[src/hw/snd_settings.svh]
`ifndef SND_SETTINGS_SVH
`define SND_SETTINGS_SVH

// number of identical tone voices, 1 to 8
`define NUM_VOICES 2

// width of the voice index carried on the write broadcast
`define VOICE_IDX_W 3

// half-period counter width, in clk cycles
`define PERIOD_W 12

// signed audio sample width
`define SAMPLE_W 16

// 4.4 fixed point gain
`define GAIN_W 8

// unsigned voice volume
`define VOLUME_W 8

// host data word
`define WORD_W 16

`endif

[src/hw/snd_pkg.sv]
`default_nettype none

`include "snd_settings.svh"

package snd_pkg;

    // period register view
    typedef struct packed {
        logic [`WORD_W-`PERIOD_W-1:0] rsvd;
        logic [`PERIOD_W-1:0]         period;
    } period_view_t;

    // control register view
    typedef struct packed {
        logic                         enable;
        logic [`WORD_W-`VOLUME_W-2:0] rsvd;
        logic [`VOLUME_W-1:0]         volume;
    } ctrl_view_t;

    // same 16 bits, meaning set by the register address
    typedef union packed {
        period_view_t period;
        ctrl_view_t   ctrl;
    } voice_word_u;

    // register within a voice slot, kind 3 is unmapped
    typedef enum logic [1:0] {
        REG_PERIOD = 2'd0,
        REG_CTRL   = 2'd1,
        REG_GAIN   = 2'd2
    } voice_reg_e;

    typedef struct packed {
        logic                    valid;
        logic [`VOICE_IDX_W-1:0] idx;
        voice_reg_e              kind;
        voice_word_u             word;
    } voice_wr_t;

    typedef struct packed {
        logic signed [`SAMPLE_W-1:0] sample;
        logic [`GAIN_W-1:0]          gain;
    } voice_out_t;

    // one per player
    typedef struct packed {
        logic [5:0] joy;
        logic       start;
    } cabinet_t;

endpackage

`default_nettype wire

[src/hw/snd_board.sv]
`default_nettype none

`include "snd_settings.svh"

module snd_board (
    input  wire logic                    clk,
    input  wire logic                    rst,
    input  wire logic                    psel,
    input  wire logic                    penable,
    input  wire logic                    pwrite,
    input  wire logic [7:0]              paddr,
    input  wire logic [`WORD_W-1:0]      pwdata,
    output logic [`WORD_W-1:0]           prdata,
    output logic                         pready,
    output logic                         pslverr,
    input  wire snd_pkg::cabinet_t [1:0] cabinet,
    output logic signed [`SAMPLE_W-1:0]  snd
);

    snd_pkg::voice_wr_t                         voice_wr;
    snd_pkg::voice_word_u [`NUM_VOICES-1:0][2:0] voice_regs;
    snd_pkg::voice_out_t  [`NUM_VOICES-1:0]      voice_outs;

    snd_bus_decode snd_bus_decode_i (
        .clk        (clk),
        .rst        (rst),
        .psel       (psel),
        .penable    (penable),
        .pwrite     (pwrite),
        .paddr      (paddr),
        .pwdata     (pwdata),
        .prdata     (prdata),
        .pready     (pready),
        .pslverr    (pslverr),
        .cabinet    (cabinet),
        .voice_regs (voice_regs),
        .voice_wr   (voice_wr)
    );

    // identical voices, each answers to its own slot
    for (genvar v = 0; v < `NUM_VOICES; v++) begin : g_voice
        snd_voice #(
            .voice_id (v)
        ) snd_voice_i (
            .clk       (clk),
            .rst       (rst),
            .voice_wr  (voice_wr),
            .regs      (voice_regs[v]),
            .voice_out (voice_outs[v])
        );
    end

    snd_mixer snd_mixer_i (
        .clk    (clk),
        .rst    (rst),
        .voices (voice_outs),
        .snd    (snd)
    );

endmodule

`default_nettype wire

[src/hw/snd_bus_decode.sv]
`default_nettype none

`include "snd_settings.svh"

module snd_bus_decode (
    input  wire logic                                     clk,
    input  wire logic                                     rst,
    input  wire logic                                     psel,
    input  wire logic                                     penable,
    input  wire logic                                     pwrite,
    input  wire logic [7:0]                               paddr,
    input  wire logic [`WORD_W-1:0]                       pwdata,
    output logic [`WORD_W-1:0]                            prdata,
    output logic                                          pready,
    output logic                                          pslverr,
    input  wire snd_pkg::cabinet_t [1:0]                  cabinet,
    input  wire snd_pkg::voice_word_u [`NUM_VOICES-1:0][2:0] voice_regs,
    output snd_pkg::voice_wr_t                            voice_wr
);

    logic                    access;
    logic [3:0]              slot;
    logic [1:0]              kind;
    logic                    voice_hit;
    logic                    cab_hit;
    logic                    legal;
    snd_pkg::cabinet_t [1:0] cab_q;
    snd_pkg::voice_word_u    rd_word;
    logic [7:0]              cab_byte;

    // original harness wiring of the joystick bits
    function automatic logic [7:0] cab_remap(input snd_pkg::cabinet_t c);
        return {c.start, 1'b1, c.joy[5:4], c.joy[2], c.joy[3], c.joy[0], c.joy[1]};
    endfunction

    assign access = psel & penable;
    assign slot   = paddr[7:4];
    assign kind   = paddr[3:2];

    // voice slots sit below 0xF0, kind 3 left unmapped
    assign voice_hit = (slot < 4'(`NUM_VOICES)) && (kind != 2'd3);

    // 0xF0 player 1, 0xF4 player 2
    assign cab_hit = (paddr[7:3] == 5'b11110);

    // cabinet ports are read only
    assign legal = voice_hit | (cab_hit & ~pwrite);

    // no wait states
    assign pready  = access;
    assign pslverr = access & ~legal;

    // sampled every clock
    always_ff @(posedge clk) begin
        if (rst) begin
            cab_q <= '0;
        end else begin
            cab_q <= cabinet;
        end
    end

    assign cab_byte = cab_remap(cab_q[paddr[2]]);

    // readback word from the addressed voice
    always_comb begin
        rd_word = '0;
        for (int v = 0; v < `NUM_VOICES; v++) begin
            if ((slot == 4'(v)) && (kind != 2'd3)) begin
                rd_word = voice_regs[v][kind];
            end
        end
    end

    always_comb begin
        prdata = '0;
        if (access && !pwrite) begin
            if (voice_hit) begin
                prdata = rd_word;
            end else if (cab_hit) begin
                prdata = {8'hFF, cab_byte};
            end
        end
    end

    // one broadcast for all voices, each voice matches its own index
    always_comb begin
        voice_wr       = '0;
        voice_wr.valid = access & pwrite & voice_hit;
        voice_wr.idx   = paddr[4+`VOICE_IDX_W-1:4];
        voice_wr.kind  = snd_pkg::voice_reg_e'(kind);
        voice_wr.word  = pwdata;
    end

endmodule

`default_nettype wire

[src/hw/snd_mixer.sv]
`default_nettype none

`include "snd_settings.svh"

module snd_mixer (
    input  wire logic                               clk,
    input  wire logic                               rst,
    input  wire snd_pkg::voice_out_t [`NUM_VOICES-1:0] voices,
    output logic signed [`SAMPLE_W-1:0]             snd
);

    // sample times a zero-extended gain
    localparam int PROD_W = `SAMPLE_W + `GAIN_W + 1;
    // headroom for the sum of all voices
    localparam int SUM_W  = PROD_W + $clog2(`NUM_VOICES) + 1;

    localparam logic signed [SUM_W-1:0] SAT_MAX = SUM_W'((2 ** (`SAMPLE_W - 1)) - 1);
    localparam logic signed [SUM_W-1:0] SAT_MIN = -SUM_W'(2 ** (`SAMPLE_W - 1));

    logic signed [PROD_W-1:0]    prod [`NUM_VOICES];
    logic signed [SUM_W-1:0]     acc;
    logic signed [SUM_W-1:0]     scaled;
    logic signed [`SAMPLE_W-1:0] clamped;

    always_comb begin
        for (int v = 0; v < `NUM_VOICES; v++) begin
            prod[v] = $signed(voices[v].sample) * $signed({1'b0, voices[v].gain});
        end
    end

    // full width sum, no overflow possible
    always_comb begin
        acc = '0;
        for (int v = 0; v < `NUM_VOICES; v++) begin
            acc = acc + SUM_W'(prod[v]);
        end
    end

    // drop the 4 fraction bits of the gain
    assign scaled = acc >>> 4;

    always_comb begin
        if (scaled > SAT_MAX) begin
            clamped = SAT_MAX[`SAMPLE_W-1:0];
        end else if (scaled < SAT_MIN) begin
            clamped = SAT_MIN[`SAMPLE_W-1:0];
        end else begin
            clamped = scaled[`SAMPLE_W-1:0];
        end
    end

    always_ff @(posedge clk) begin
        if (rst) begin
            snd <= '0;
        end else begin
            snd <= clamped;
        end
    end

endmodule

`default_nettype wire

[src/hw/snd_voice.sv]
`default_nettype none

`include "snd_settings.svh"

module snd_voice #(
    parameter int voice_id = 0
) (
    input  wire logic                      clk,
    input  wire logic                      rst,
    input  wire snd_pkg::voice_wr_t        voice_wr,
    output snd_pkg::voice_word_u [2:0]     regs,
    output snd_pkg::voice_out_t            voice_out
);

    logic                        hit;
    logic                        restart;
    logic [`WORD_W-1:0]          wr_bits;
    logic [`PERIOD_W-1:0]        period_q;
    logic                        enable_q;
    logic [`VOLUME_W-1:0]        volume_q;
    logic [`GAIN_W-1:0]          gain_q;
    logic [`PERIOD_W-1:0]        cnt_q;
    logic                        phase_q;
    logic signed [`SAMPLE_W-1:0] sample_q;
    logic signed [`SAMPLE_W-1:0] level;

    assign hit     = voice_wr.valid && (voice_wr.idx == `VOICE_IDX_W'(voice_id));
    assign restart = hit && (voice_wr.kind != snd_pkg::REG_GAIN);
    assign wr_bits = voice_wr.word;

    always_ff @(posedge clk) begin
        if (rst) begin
            period_q <= '0;
            enable_q <= 1'b0;
            volume_q <= '0;
            gain_q   <= `GAIN_W'(8'h10);
        end else if (hit) begin
            case (voice_wr.kind)
                snd_pkg::REG_PERIOD: period_q <= voice_wr.word.period.period;
                snd_pkg::REG_CTRL: begin
                    enable_q <= voice_wr.word.ctrl.enable;
                    volume_q <= voice_wr.word.ctrl.volume;
                end
                snd_pkg::REG_GAIN: gain_q <= wr_bits[`GAIN_W-1:0];
                default: ;
            endcase
        end
    end

    // half-period counter, phase flips when it reaches the period
    always_ff @(posedge clk) begin
        if (rst || restart) begin
            cnt_q   <= '0;
            phase_q <= 1'b1;
        end else if (enable_q) begin
            if (cnt_q == period_q) begin
                cnt_q   <= '0;
                phase_q <= ~phase_q;
            end else begin
                cnt_q <= cnt_q + 1'b1;
            end
        end
    end

    // volume scaled to the top of the sample range
    assign level = $signed({1'b0, volume_q, 7'd0});

    always_ff @(posedge clk) begin
        if (rst) begin
            sample_q <= '0;
        end else begin
            sample_q <= !enable_q ? '0 : (phase_q ? level : -level);
        end
    end

    always_comb begin
        regs = '0;
        regs[0].period.period = period_q;
        regs[1].ctrl.enable   = enable_q;
        regs[1].ctrl.volume   = volume_q;
        regs[2]               = {{(`WORD_W-`GAIN_W){1'b0}}, gain_q};
    end

    assign voice_out.sample = sample_q;
    assign voice_out.gain   = gain_q;

endmodule

`default_nettype wire

[config.mk]
export PLATFORM = sky130hd
export DESIGN_NAME = snd_board
export DESIGN_NICKNAME = d
export VERILOG_FILES = /design/src/hw/snd_pkg.sv /design/src/hw/snd_board.sv /design/src/hw/snd_bus_decode.sv /design/src/hw/snd_mixer.sv /design/src/hw/snd_voice.sv
export VERILOG_INCLUDE_DIRS = /design/src /design/src/hw
export SDC_FILE = /design/constraint.sdc
export NUM_CORES = 1
export LEC_CHECK = 0
export BUFFER_PORTS_ARGS = -buffer_cell sky130_fd_sc_hd__buf_2
export CAP_MARGIN = 20
export CORE_ASPECT_RATIO = 0.75
export CORE_MARGIN = 4
export CORE_UTILIZATION = 40
export DETAILED_ROUTE_END_ITERATION = 10
export SKIP_CTS_REPAIR_TIMING = 1
export SYNTH_ARGS = -nofsm -noshare
export SYNTH_HDL_FRONTEND = slang
export SYNTH_HIERARCHICAL = 1
export SYNTH_SLANG_ARGS = --single-unit
[constraint.sdc]
create_clock -name clk -period 11.9 [get_ports clk]
set_input_delay 1.19 -clock clk [delete_from_list [all_inputs] [get_ports clk]]
set_output_delay 1.19 -clock clk [all_outputs]
set_load 0.02 [all_outputs]
==> summary.txt, run 1 <==
Outcome
  – Run status: finished, final reports clean

Cells and area
  – # nets final: 2193
  – Layout cells sized above 1: between 9 and 10%
  – Ant. Diodes: 0
  – Fin area: 17500 µm²
  – Area delta synth->final: 5.23%
  – Fill cell count: just over 4000

Floorplan
  – Core area: slightly above 40000 µm²
  – Total die area: 45100 µm²
  – Die H: 185 µm
  – IO Pins: 77
  – Rows: between 60 and 70
  – Die X: 244 µm
  – Initial Util: 40.7%

Worst setup path
  – Reg2Reg Setup Slack: ~4200 ps
  – Crit start category: flop
  – Endpoint class of the critical path: flop
  – Worst endpoint required time: roughly 12000 ps
  – Crit path kind: flop to flop
  – R2R cell count: 18
  – Crit path arrival time: slightly below 8000 ps
  – RR Startpoint: g_voice[1].snd_voice_i/gain_q[0]
  – Worst Path Max Fanout: 19
  – Reg2reg end: snd_mixer_i/snd[4]

Yosys
  – Synth warn: 6
  – Gate Count Post-Synth: about 1800
  – Cell Area, Synth: 16700 µm²
  – Average size of a mapped cell: slightly above 9 µm²

Drt
  – Starting DRT DRC Count: a little under 800
  – Via count: 11800
  – Routed Antenna Nets: 0
  – Vias/cell: between 4 and 5
  – WL/cell: between 15 and 20 µm
  – Drt total wl: 37.2 mm
  – Pre-antenna DRT Iters: 5
  – DRC viols: 0

Global route
  – Gr ovfl total: 0
  – First-pass GRT wire length: between 60 and 70 mm
  – Tot GR Track Use: between 15 and 20%
  – Busiest layer in global routing: met2
  – Met1 Use GR: between 20 and 30%
  – Vias in the first global route: between 10000 and 15000
  – Initial antenna violation count: 0
  – Largest net degree at the start of global routing: 67
  – GRT met2 Usage: roughly 28%
  – GRT met3 Usage: under 10%

Placement
  – Hpwl dp: approximately 30 mm
  – GPL Wtd Cong: between 0.8 and 0.9
  – Placed cell area: between 15000 and 20000 µm²
  – IO Port Bufs: 71

Pwr
  – VDD IR-drop max: 67.2 µV
  – Pwr dens: roughly 66 nW/µm²
  – Leakage Power: around 8.4 nW

Clock network
  – Clock buffer count from CTS: 17
  – Clock sink count: approximately 130
  – Clk root buf: clkbuf_16
  – TritonCTS clock tree: yes
  – Clock transition at path regs: 70 ps
  – Max Buffers Root-to-Sink: 2
  – H-tree Lvls: 4
  – Worst skew pair latency: 440 ps

Timing
  – Setup TNS: 0 ps
  – Least-Margin Pin Slew: around 1000 ps
  – Worst-case clock skew: around 13 ps
  – Highest clock rate: between 100 and 150 MHz
  – RSZ-0062 raised after global routing: false
  – Max Transition Viols Final: 0
  – Final hold vios: 0
  – Final period util: around 64%
  – Clock period minus worst slack: 7670 ps
  – Slew margin rel.: about a third
  – Final Setup Violations: 0

Worst hold path
  – Hold Path Class: flop to flop
  – Min-Delay Path Depth: 2
  – Hold path start: g_voice[1].snd_voice_i/volume_q[0]
  – Hold EP: g_voice[1].snd_voice_i/sample_q[7]

Job
  – Max-cap viol count: 0
## sequential cells by signal (all words and copies together), names as in the netlist
register                      count
g_voice.snd_voice_i/cnt_q        24
g_voice.snd_voice_i/enable_q      2
g_voice.snd_voice_i/gain_q       16
g_voice.snd_voice_i/period_q     24
g_voice.snd_voice_i/phase_q       2
g_voice.snd_voice_i/sample_q     18
g_voice.snd_voice_i/volume_q     16
snd_bus_decode_i/cab_q           14
snd_mixer_i/snd                  16
## power by group
part	switching [W]	leakage (nW)	internal, W
combinational	0.0000847	7.04	0.0000468
clock	0.000238	0.309	0.000341
sequential	0.00000169	1.07	0.000449
total	0.000324	8.42	0.000836
## worst max-delay path by stage
stage / start / end / slack, ps / cells after the start
global route: g_voice[1].snd_voice_i/gain_q[0] / snd_mixer_i/snd[4] / 3670 / 18
detailed placement: g_voice[1].snd_voice_i/gain_q[0] / snd_mixer_i/snd[4] / 4250 / 18
global placement: g_voice[1].snd_voice_i/gain_q[0] / snd_mixer_i/snd[4] / 4350 / 18
CTS: g_voice[1].snd_voice_i/gain_q[0] / snd_mixer_i/snd[4] / 4250 / 18
floorplan: g_voice[1].snd_voice_i/gain_q[0] / snd_mixer_i/snd[0] / 5470 / 24
finish: g_voice[1].snd_voice_i/gain_q[0] / snd_mixer_i/snd[4] / 4230 / 18
## critical path, stage by stage, from the launching register on
cell and delay (ps):
dfxtp_1 940, nand2_1 310, fa_1 650, inv_1 130, fa_1 480, fa_1 580
fa_1 440, fa_1 490, inv_1 50, fa_1 530, inv_1 40, ha_1 360
a21oi_2 250, o21ai_0 190, o32ai_1 610, o31ai_1 180, xnor2_1 260, a31oi_2 840
o31ai_1 160
## metrics by stage
| stage | power, W | hold slack [ps] | worst slack [ps] | instances | utilization (%) |
|---|---|---|---|---|---|
| 2_1_floorplan | 0.000569 | 460 | 5470 | 1875 | - |
| 3_3_place_gp | 0.000582 | 502 | 4350 | 2353 | 41.3 |
| 3_5_place_dp | 0.000583 | 513 | 4250 | 2353 | 41.3 |
| 4_1_cts | 0.00117 | 519 | 4250 | 2385 | 42.8 |
| 5_1_grt | 0.00121 | 552 | 3670 | 2385 | 42.8 |
| 6_report | 0.00116 | 515 | 4230 | 2385 | 42.8 |
## layout by cell type (no fill, tap or decap), types with 9 or more instances in the layout
master,count
conb_1,52
nand3_1,11
nor2_1,99
fa_1,248
o21ai_0,14
buf_2,71
a21oi_1,34
nor3_2,11
ha_1,91
xor2_1,18
nand2_1,193
a21o_1,9
clkbuf_16,17
xnor2_1,62
and2_1,92
mux2i_1,77
dfxtp_1,132
o31ai_2,10
inv_1,330
nor2b_1,20
nand4_1,14
a31oi_1,17
a211oi_1,14
mux2_2,18
o221ai_1,32
nor3_1,31
## area by class of cell
cell class / count / area (µm²) / area share (%)
clock buffers: 17 / 425 / 2.42
clock inverters: 15 / 206 / 1.18
inverters: 330 / 1240 / 7.06
multi-input cells: 1255 / 11900 / 68.1
flip-flops and latches: 132 / 2640 / 15.1
well taps: 561 / 702 / 4.00
repair buffers: 75 / 385 / 2.20
## routing by layer
| layer | vias to the layer above | part of all wire, % |
|---|---|---|
| met5 | - | 0 |
| li1 | 5588 | - |
| met1 | 5884 | 49 |
| met4 | 0 | 1.6 |
| met2 | 267 | 45 |
| met3 | 35 | 4.7 |
(Power assumes the default switching activity.)
==> inputs of run 2 (changes only) <==
- clock period: 11.9 -> 8 ns (I/O delays scaled with it)
==> run 2 against run 1 <==
Effect of this change: via count up 0.82%; critical path type unchanged; global-route usage up 0.35 points; largest cell class unchanged; sequential share of layout area barely moved; highest routed layer unchanged; count of clock-buffer cells in the layout increased by 2; clock power grew 37%.
==> summary.txt, run 2 (same netlist as run 1, synthesis figures left out) <==
Global route
  – Initial antenna violation count: 2 (was 0)
  – Vias in the first global route: 12300 (was 12200)
  – Largest net degree at the start of global routing: 68 (was 67)
  – Tot GR Track Use: 17.8% (was 17.4%)
  – Gr ovfl total: 0 (unchanged)
  – First-pass GRT wire length: 64.6 mm (was 63.3 mm)

Worst hold path
  – Min-Delay Path Depth: 2 (unchanged)
  – Hold Path Class: flop to flop (unchanged)
  – Hold path start: g_voice[1].snd_voice_i/gain_q[2] (was g_voice[1].snd_voice_i/volume_q[0])
  – Hold EP: g_voice[1].snd_voice_i/gain_q[2] (was g_voice[1].snd_voice_i/sample_q[7])

Pwr
  – Internal power: 0.00119 W (was 0.000836 W)
  – Clock power frac: 47.7% (was 49.9%)
  – Sequential Power Share: 40.4% (was 38.8%)
  – VDD IR-drop max: 121 µV (was 67.2 µV)
  – Pwr dens: 94.2 nW/µm² (was 66.1 nW/µm²)
  – Combinational Power Share: 11.9% (was 11.3%)
  – Switch Pwr: 0.000465 W (was 0.000324 W)
  – Leakage Power: 8.45 nW (was 8.42 nW)
  – Switching Share: 28.1% (was 27.9%)

Drt
  – DRC viols: 0 (unchanged)
  – Via count: 11900 (was 11800)
  – Drt total wl: 37.8 mm (was 37.2 mm)
  – Routed Antenna Nets: 0 (unchanged)
  – Starting DRT DRC Count: 715 (was 788)
  – WL/cell: 15.7 µm (was 15.6 µm)
  – Vias/cell: 4.95 (was 4.94)
  – Pre-antenna DRT Iters: 5 (unchanged)

Worst setup path
  – Worst endpoint required time: 8330 ps (was 12190 ps)
  – Crit path kind: flop to flop (unchanged)
  – Reg2Reg Setup Slack: 720 ps (was 4230 ps)
  – R2R cell count: 19 (was 18)
  – Crit path arrival time: 7610 ps (was 7960 ps)
  – RR Startpoint: g_voice[1].snd_voice_i/gain_q[5] (was g_voice[1].snd_voice_i/gain_q[0])
  – Crit start category: flop (unchanged)
  – Worst Path Max Fanout: 15 (was 19)
  – Reg2reg end: snd_mixer_i/snd[3] (was snd_mixer_i/snd[4])
  – Endpoint class of the critical path: flop (unchanged)

Timing
  – Worst-case clock skew: 14.5 ps (was 13.4 ps)
  – Final hold vios: 0 (unchanged)
  – Least-Margin Pin Slew: 1030 ps (was 1020 ps)
  – Setup TNS: 0 ps (unchanged)
  – Clock period minus worst slack: 7280 ps (was 7670 ps)
  – Highest clock rate: 137 MHz (was 130 MHz)
  – Final Setup Violations: 0 (unchanged)
  – Final period util: 91.0% (was 64.5%)
  – Max Transition Viols Final: 0 (unchanged)
  – Slew margin rel.: 31.2% (was 31.8%)
  – RSZ-0062 raised after global routing: false (unchanged)

Floorplan
  – Die H: 185 µm (unchanged)
  – Die X: 244 µm (unchanged)
  – Initial Util: 40.7% (unchanged)
  – IO Pins: 77 (unchanged)
  – Total die area: 45100 µm² (unchanged)
  – Core area: 41000 µm² (unchanged)
  – Rows: 64 (unchanged)

Placement
  – GPL Wtd Cong: 0.871 (was 0.877)
  – Hpwl dp: 30.6 mm (was 29.9 mm)
  – IO Port Bufs: 71 (unchanged)

Cells and area
  – Fill cell count: 4042 (was 4073)
  – Area delta synth->final: 5.51% (was 5.23%)
  – Most common cell after layout, fill and taps aside: inv_1 (unchanged)
  – Layout cells sized above 1: 10.4% (was 9.81%)
  – Top Registers: g_voice.snd_voice_i/cnt_q: 24 flops, g_voice.snd_voice_i/period_q: 24 flops, g_voice.snd_voice_i/sample_q: 18 flops (unchanged)
  – Final Util: 42.9% (was 42.8%)
  – # nets final: 2204 (was 2193)
  – Most frequent cells in the layout: 330 x inv_1, 248 x fa_1, 193 x nand2_1 (unchanged)

Clock network
  – H-tree Lvls: 4 (unchanged)
  – Clock buffer count from CTS: 17 (unchanged)
  – Clock sink count: 132 (unchanged)
  – Clock transition at path regs: 60 ps (was 70 ps)
  – TritonCTS clock tree: yes (unchanged)
  – Clk root buf: clkbuf_16 (unchanged)
  – Worst skew pair latency: 430 ps (was 440 ps)
  – Max Buffers Root-to-Sink: 2 (unchanged)

Job
  – Max-cap viol count: 0 (unchanged)

Outcome
  – Run status: finished, final reports clean (unchanged)
run 2: cell count changes in the layout (fill, tap and decap cells not counted), sizes merged:
cell / before / now
diode: 0 / 2
clkinvlp: 1 / 0
clkinv: 0 / 5
inv: 341 / 337
buf: 75 / 86
bufinv: 3 / 1
clkbuf: 17 / 19
run 2: critical path: stages, from the launching register on:
cell and delay, ps:
dfxtp_1 600, buf_4 270, nand2_1 90, fa_1 540, inv_1 50, fa_1 460
fa_1 460, fa_1 520, fa_1 550, inv_1 50, fa_1 520, inv_1 40
ha_1 390, a21oi_1 260, o21ai_1 130, o32ai_1 730, o21ai_0 350, a2111oi_4 370
a31oi_2 420, o31ai_1 370
run 2: cell type report:
cell class	count	area (µm²)	share of cell area [%]
diodes	2	5.00	0.0284
clock inverters	13	138	0.782
repair buffers	86	468	2.66
flip-flops and latches	132	2640	15.0
well taps	561	702	3.99
clock buffers	19	453	2.57
multi-input cells	1255	11900	67.9
inverters	330	1240	7.04
run 2: worst max-delay path by stage:
| stage | to | from | slack [ps] | cells after the start |
|---|---|---|---|---|
| finish | snd_mixer_i/snd[3] | g_voice[1].snd_voice_i/gain_q[5] | 720 | 19 |
| global route | snd_mixer_i/snd[6] | g_voice[1].snd_voice_i/sample_q[15] | 370 | 18 |
| CTS | snd_mixer_i/snd[3] | g_voice[1].snd_voice_i/gain_q[5] | 810 | 19 |
| detailed placement | snd_mixer_i/snd[3] | g_voice[1].snd_voice_i/gain_q[5] | 810 | 19 |
| global placement | snd_mixer_i/snd[4] | g_voice[1].snd_voice_i/sample_q[15] | 890 | 18 |
| floorplan | snd_mixer_i/snd[0] | g_voice[1].snd_voice_i/gain_q[0] | 1570 | 24 |
run 2: stage by stage:
| stage | hold slack [ps] | std cells | area, µm² | total power, W | worst slack (ps) |
|---|---|---|---|---|---|
| 2_1_floorplan | 460 | 1875 | 16900 | 0.000846 | 1570 |
| 3_3_place_gp | 478 | 2364 | 17000 | 0.000866 | 894 |
| 3_5_place_dp | 501 | 2364 | 17000 | 0.000868 | 808 |
| 4_1_cts | 516 | 2396 | 17600 | 0.00166 | 813 |
| 5_1_grt | 553 | 2398 | 17600 | 0.00173 | 369 |
| 6_report | 507 | 2398 | 17600 | 0.00166 | 722 |
run 2: metal layers:
metal / track usage [%] / part of all wire, % / vias to the layer above
met5: 0 / 0 / -
met4: 3.99 / 1.5 / 0
met3: 2.05 / 4.6 / 31
met2: 28.7 / 46 / 296
met1: 25.9 / 48 / 5940
li1: - / - / 5604
run 2: power by group through the flow:
stage	sequential (W)	clock, W	combinational, W
6_report	0.000670	0.000791	0.000197
5_1_grt	0.000670	0.000834	0.000221
4_1_cts	0.000670	0.000810	0.000184
3_5_place_dp	0.000685	0	0.000183
3_3_place_gp	0.000685	0	0.000181
2_1_floorplan	0.000693	0	0.000154
==> inputs of run 3 (changes only) <==
- CTS_BUF_LIST: default -> sky130_fd_sc_hd__clkbuf_16
- GPL_ROUTABILITY_DRIVEN: default -> 0
- SYNTH_HIERARCHICAL: 1 -> default
==> run 3 against run 2 <==
Effect of this change: critical path depth increased by 2; register-to-register slack improved by 330 ps; count of clock-buffer cells in the layout is 2 lower; synthesized cell count shrank 27%; critical endpoint is now snd_mixer_i.snd[12]; highest routed layer unchanged.
==> summary.txt, run 3 <==
Timing
  – Final Setup Violations: 0 (unchanged)
  – Worst setup margin: 1050 ps (was 722 ps)
  – Highest clock rate: 144 MHz (was 137 MHz)
  – RSZ-0062 raised after global routing: false (unchanged)
  – Least-Margin Pin Slew: 973 ps (was 1030 ps)
  – Slew margin rel.: 35.1% (was 31.2%)
  – Worst-case clock skew: 8.19 ps (was 14.5 ps)
  – Clock period minus worst slack: 6950 ps (was 7280 ps)
  – Final period util: 86.8% (was 91.0%)
  – Hold WS: 507 ps (about the same)
  – Final hold vios: 0 (unchanged)
  – Setup TNS: 0 ps (unchanged)
  – Max Transition Viols Final: 0 (unchanged)

Cells and area
  – Most common cell after layout, fill and taps aside: inv_1 (unchanged)
  – Area delta synth->final: 10.4% (was 5.51%)
  – Top Registers: g_voice.snd_voice_i.cnt_q: 24 flops, g_voice.snd_voice_i.period_q: 24 flops, g_voice.snd_voice_i.sample_q: 18 flops (was g_voice.snd_voice_i/cnt_q: 24 flops, g_voice.snd_voice_i/period_q: 24 flops, g_voice.snd_voice_i/sample_q: 18 flops)
  – Layout cells sized above 1: 9.45% (was 10.4%)
  – Final Instance Count excl. Fillers: 1778 (was 2398)
  – Most frequent cells in the layout: 214 x inv_1, 151 x fa_1, 135 x nand2_1 (was 330 x inv_1, 248 x fa_1, 193 x nand2_1)
  – Ant. Diodes: 0 (was 2)
  – # nets final: 1640 (was 2204)

Global route
  – First-pass GRT wire length: 45.5 mm (was 64.6 mm)
  – Tot GR Track Use: 17.4% (was 17.8%)
  – Largest net degree at the start of global routing: 75 (was 68)
  – Initial antenna violation count: 0 (was 2)
  – Gr ovfl total: 0 (unchanged)
  – Vias in the first global route: 8555 (was 12300)

Yosys
  – Area leader, netlist: fa_1
  – Predominant post-synthesis flop cell: dfxtp_1
  – Netlist cell types: 54
  – Number of flops mapped to enable cells by yosys: 0
  – Sequential area share after synthesis: a little over a fifth
  – Synth cell count leaders: 213 x inv_1, 151 x fa_1, 135 x nand2_1
  – Gate Count Post-Synth: 1330 (was 1825)
  – Ranking of synthesized cells by area: fa_1 25%, dfxtp_1 22%, ha_1 7.7%
  – Average size of a mapped cell: 8.96 µm² (was 9.14 µm²)
  – Asr flop ratio synth: 0%
  – Most common cell in the netlist: inv_1
  – Share of the synthesized area in the top cell type: 25.4%
  – Synth warn: 0 (was 6)
  – Synth Register Bits: 130
  – Cell Area, Synth: 11900 µm² (was 16700 µm²)
  – Synth Net Count: around 1600

Drt
  – Starting DRT DRC Count: 516 (was 715)
  – Met3 Routed Length: 1.35 mm (was 1.75 mm)
  – Pre-antenna DRT Iters: 5 (unchanged)
  – Met1 Routed Length: 13.5 mm (was 18.2 mm)
  – Highest Signal Layer: met4 (unchanged)
  – Routed Antenna Nets: 0 (unchanged)
  – WL/cell: 15.5 µm (was 15.7 µm)
  – Drt total wl: 27.5 mm (was 37.8 mm)
  – Via count: 8733 (was 11900)
  – Wire length on met2: 12.3 mm (was 17.2 mm)
  – Vias/cell: 4.91 (was 4.95)
  – DRC viols: 0 (unchanged)

Floorplan
  – Initial Util: 40.8% (was 40.7%)
  – Die X: 207 µm (was 244 µm)
  – Core area: 29300 µm² (was 41000 µm²)
  – Rows: 54 (was 64)
  – Total die area: 32700 µm² (was 45100 µm²)
  – IO Pins: 77 (unchanged)
  – Die H: 158 µm (was 185 µm)

Clock network
  – Max Buffers Root-to-Sink: 2 (unchanged)
  – Clock buffer count from CTS: 17 (unchanged)
  – H-tree Lvls: 4 (unchanged)
  – Clock sink count: 130 (was 132)
  – TritonCTS clock tree: yes (unchanged)
  – Clk root buf: clkbuf_16 (unchanged)
  – Worst skew pair latency: 430 ps (about the same)
  – Clock transition at path regs: 60 ps (about the same)

Outcome
  – Run status: finished, final reports clean (unchanged)

Worst setup path
  – Max incr delay on CP: 730 ps (about the same)
  – Crit start category: flop (unchanged)
  – Worst Path Max Fanout: 11 (was 15)
  – Crit path kind: flop to flop (unchanged)
  – Most used cell, CP: fa_1 (unchanged)
  – CP max stage cell: fa_1 (was o32ai_1)
  – Worst endpoint required time: 8320 ps (was 8330 ps)
  – Endpoint class of the critical path: flop (unchanged)
  – Crit path arrival time: 7270 ps (was 7610 ps)
  – Critical-path cell list: and2_1 -> fa_1 -> inv_1 -> fa_1 -> inv_1 -> fa_1 -> fa_1 -> fa_1 -> inv_1 -> fa_1 -> inv_1 -> ha_1 -> a21oi_1 -> nor2b_1 -> o21ai_0 -> o21ai_0 -> or4_1 -> nand3_2 -> o41ai_2 -> clkbuf_4 -> a31o_2 (was buf_4 -> nand2_1 -> fa_1 -> inv_1 -> fa_1 -> fa_1 -> fa_1 -> fa_1 -> inv_1 -> fa_1 -> inv_1 -> ha_1 -> a21oi_1 -> o21ai_1 -> o32ai_1 -> o21ai_0 -> a2111oi_4 -> a31oi_2 -> o31ai_1)

Placement
  – Dpl ws: 823 ps (was 808 ps)
  – Hpwl dp: 22.2 mm (was 30.6 mm)
  – IO Port Bufs: 71 (unchanged)
  – Cells after DPL: 1744 (was 2364)

Pwr
  – Pwr dens: 114 nW/µm² (was 94.2 nW/µm²)
  – VDD IR-drop max: 159 µV (was 121 µV)
  – Leakage Power: 6.14 nW (was 8.45 nW)

Worst hold path
  – Hold Path Class: flop to flop (unchanged)

Job
  – Max-cap viol count: 0 (unchanged)
run 3: layout make-up:
type	instances	area (µm²)
clock inverters	15	159
clock buffers	17	425
multi-input cells	932	8280
fillers	2865	16100
flip-flops and latches	130	2600
inverters	214	803
well taps	392	490
repair buffers	78	412
run 3: path summary, 6_finish.rpt:
kind                                                    startpoint                                  to  slack (ps)  cells after the start
worst max-delay path              g_voice[1].snd_voice_i.gain_q[2]                 snd_mixer_i.snd[12]        1050                     21
worst min-delay path            g_voice[0].snd_voice_i.period_q[4]  g_voice[0].snd_voice_i.period_q[4]         510                      2
worst max register to register    g_voice[1].snd_voice_i.gain_q[2]                 snd_mixer_i.snd[12]        1050                     21
worst min register to register  g_voice[0].snd_voice_i.period_q[4]  g_voice[0].snd_voice_i.period_q[4]         510                      2
run 3: through the flow:
stage | area (µm²) | util, % | total power [W]
after global routing | 13200 | 45.0 | 0.00155
after CTS | 13100 | 44.9 | 0.00152
final | 13200 | 45.0 | 0.00150
after detailed placement | 12600 | 42.9 | 0.000726
after floorplan | 11900 | - | 0.000699
after global placement | 12600 | 42.9 | 0.000726
run 3: cell families after synthesis:
group,synth area share (%)
multiplexers,6.09
AND/OR/NAND/NOR,17.1
adder cells (fa/ha/maj),33.0
AO/OA/AOI/OAI,7.83
flip-flops,21.8
XOR/XNOR,5.36
buffers and inverters,8.76
run 3: report_power, final:
part	switching, W	internal (W)	total (W)
clock	0.000325	0.000462	0.000787
sequential	0.00000104	0.000651	0.000652
combinational	0.0000420	0.0000189	0.0000609
run 3: critical path, delay by kind of cell (launching register included):
family / cells / cell delay [ps]
buffers and inverters: 5 / 590
AOI/OAI and AO/OA: 5 / 880
and+or+nand+nor: 4 / 1000
adders and majority gates: 7 / 3900
DFF: 1 / 460
run 3: routing by layer:
| layer | track usage, % | vias to the layer above |
|---|---|---|
| met5 | 0 | - |
| met4 | 4.28 | 0 |
| met3 | 3.55 | 20 |
| met2 | 26.5 | 190 |
| met1 | 25.6 | 4271 |
| li1 | - | 4252 |
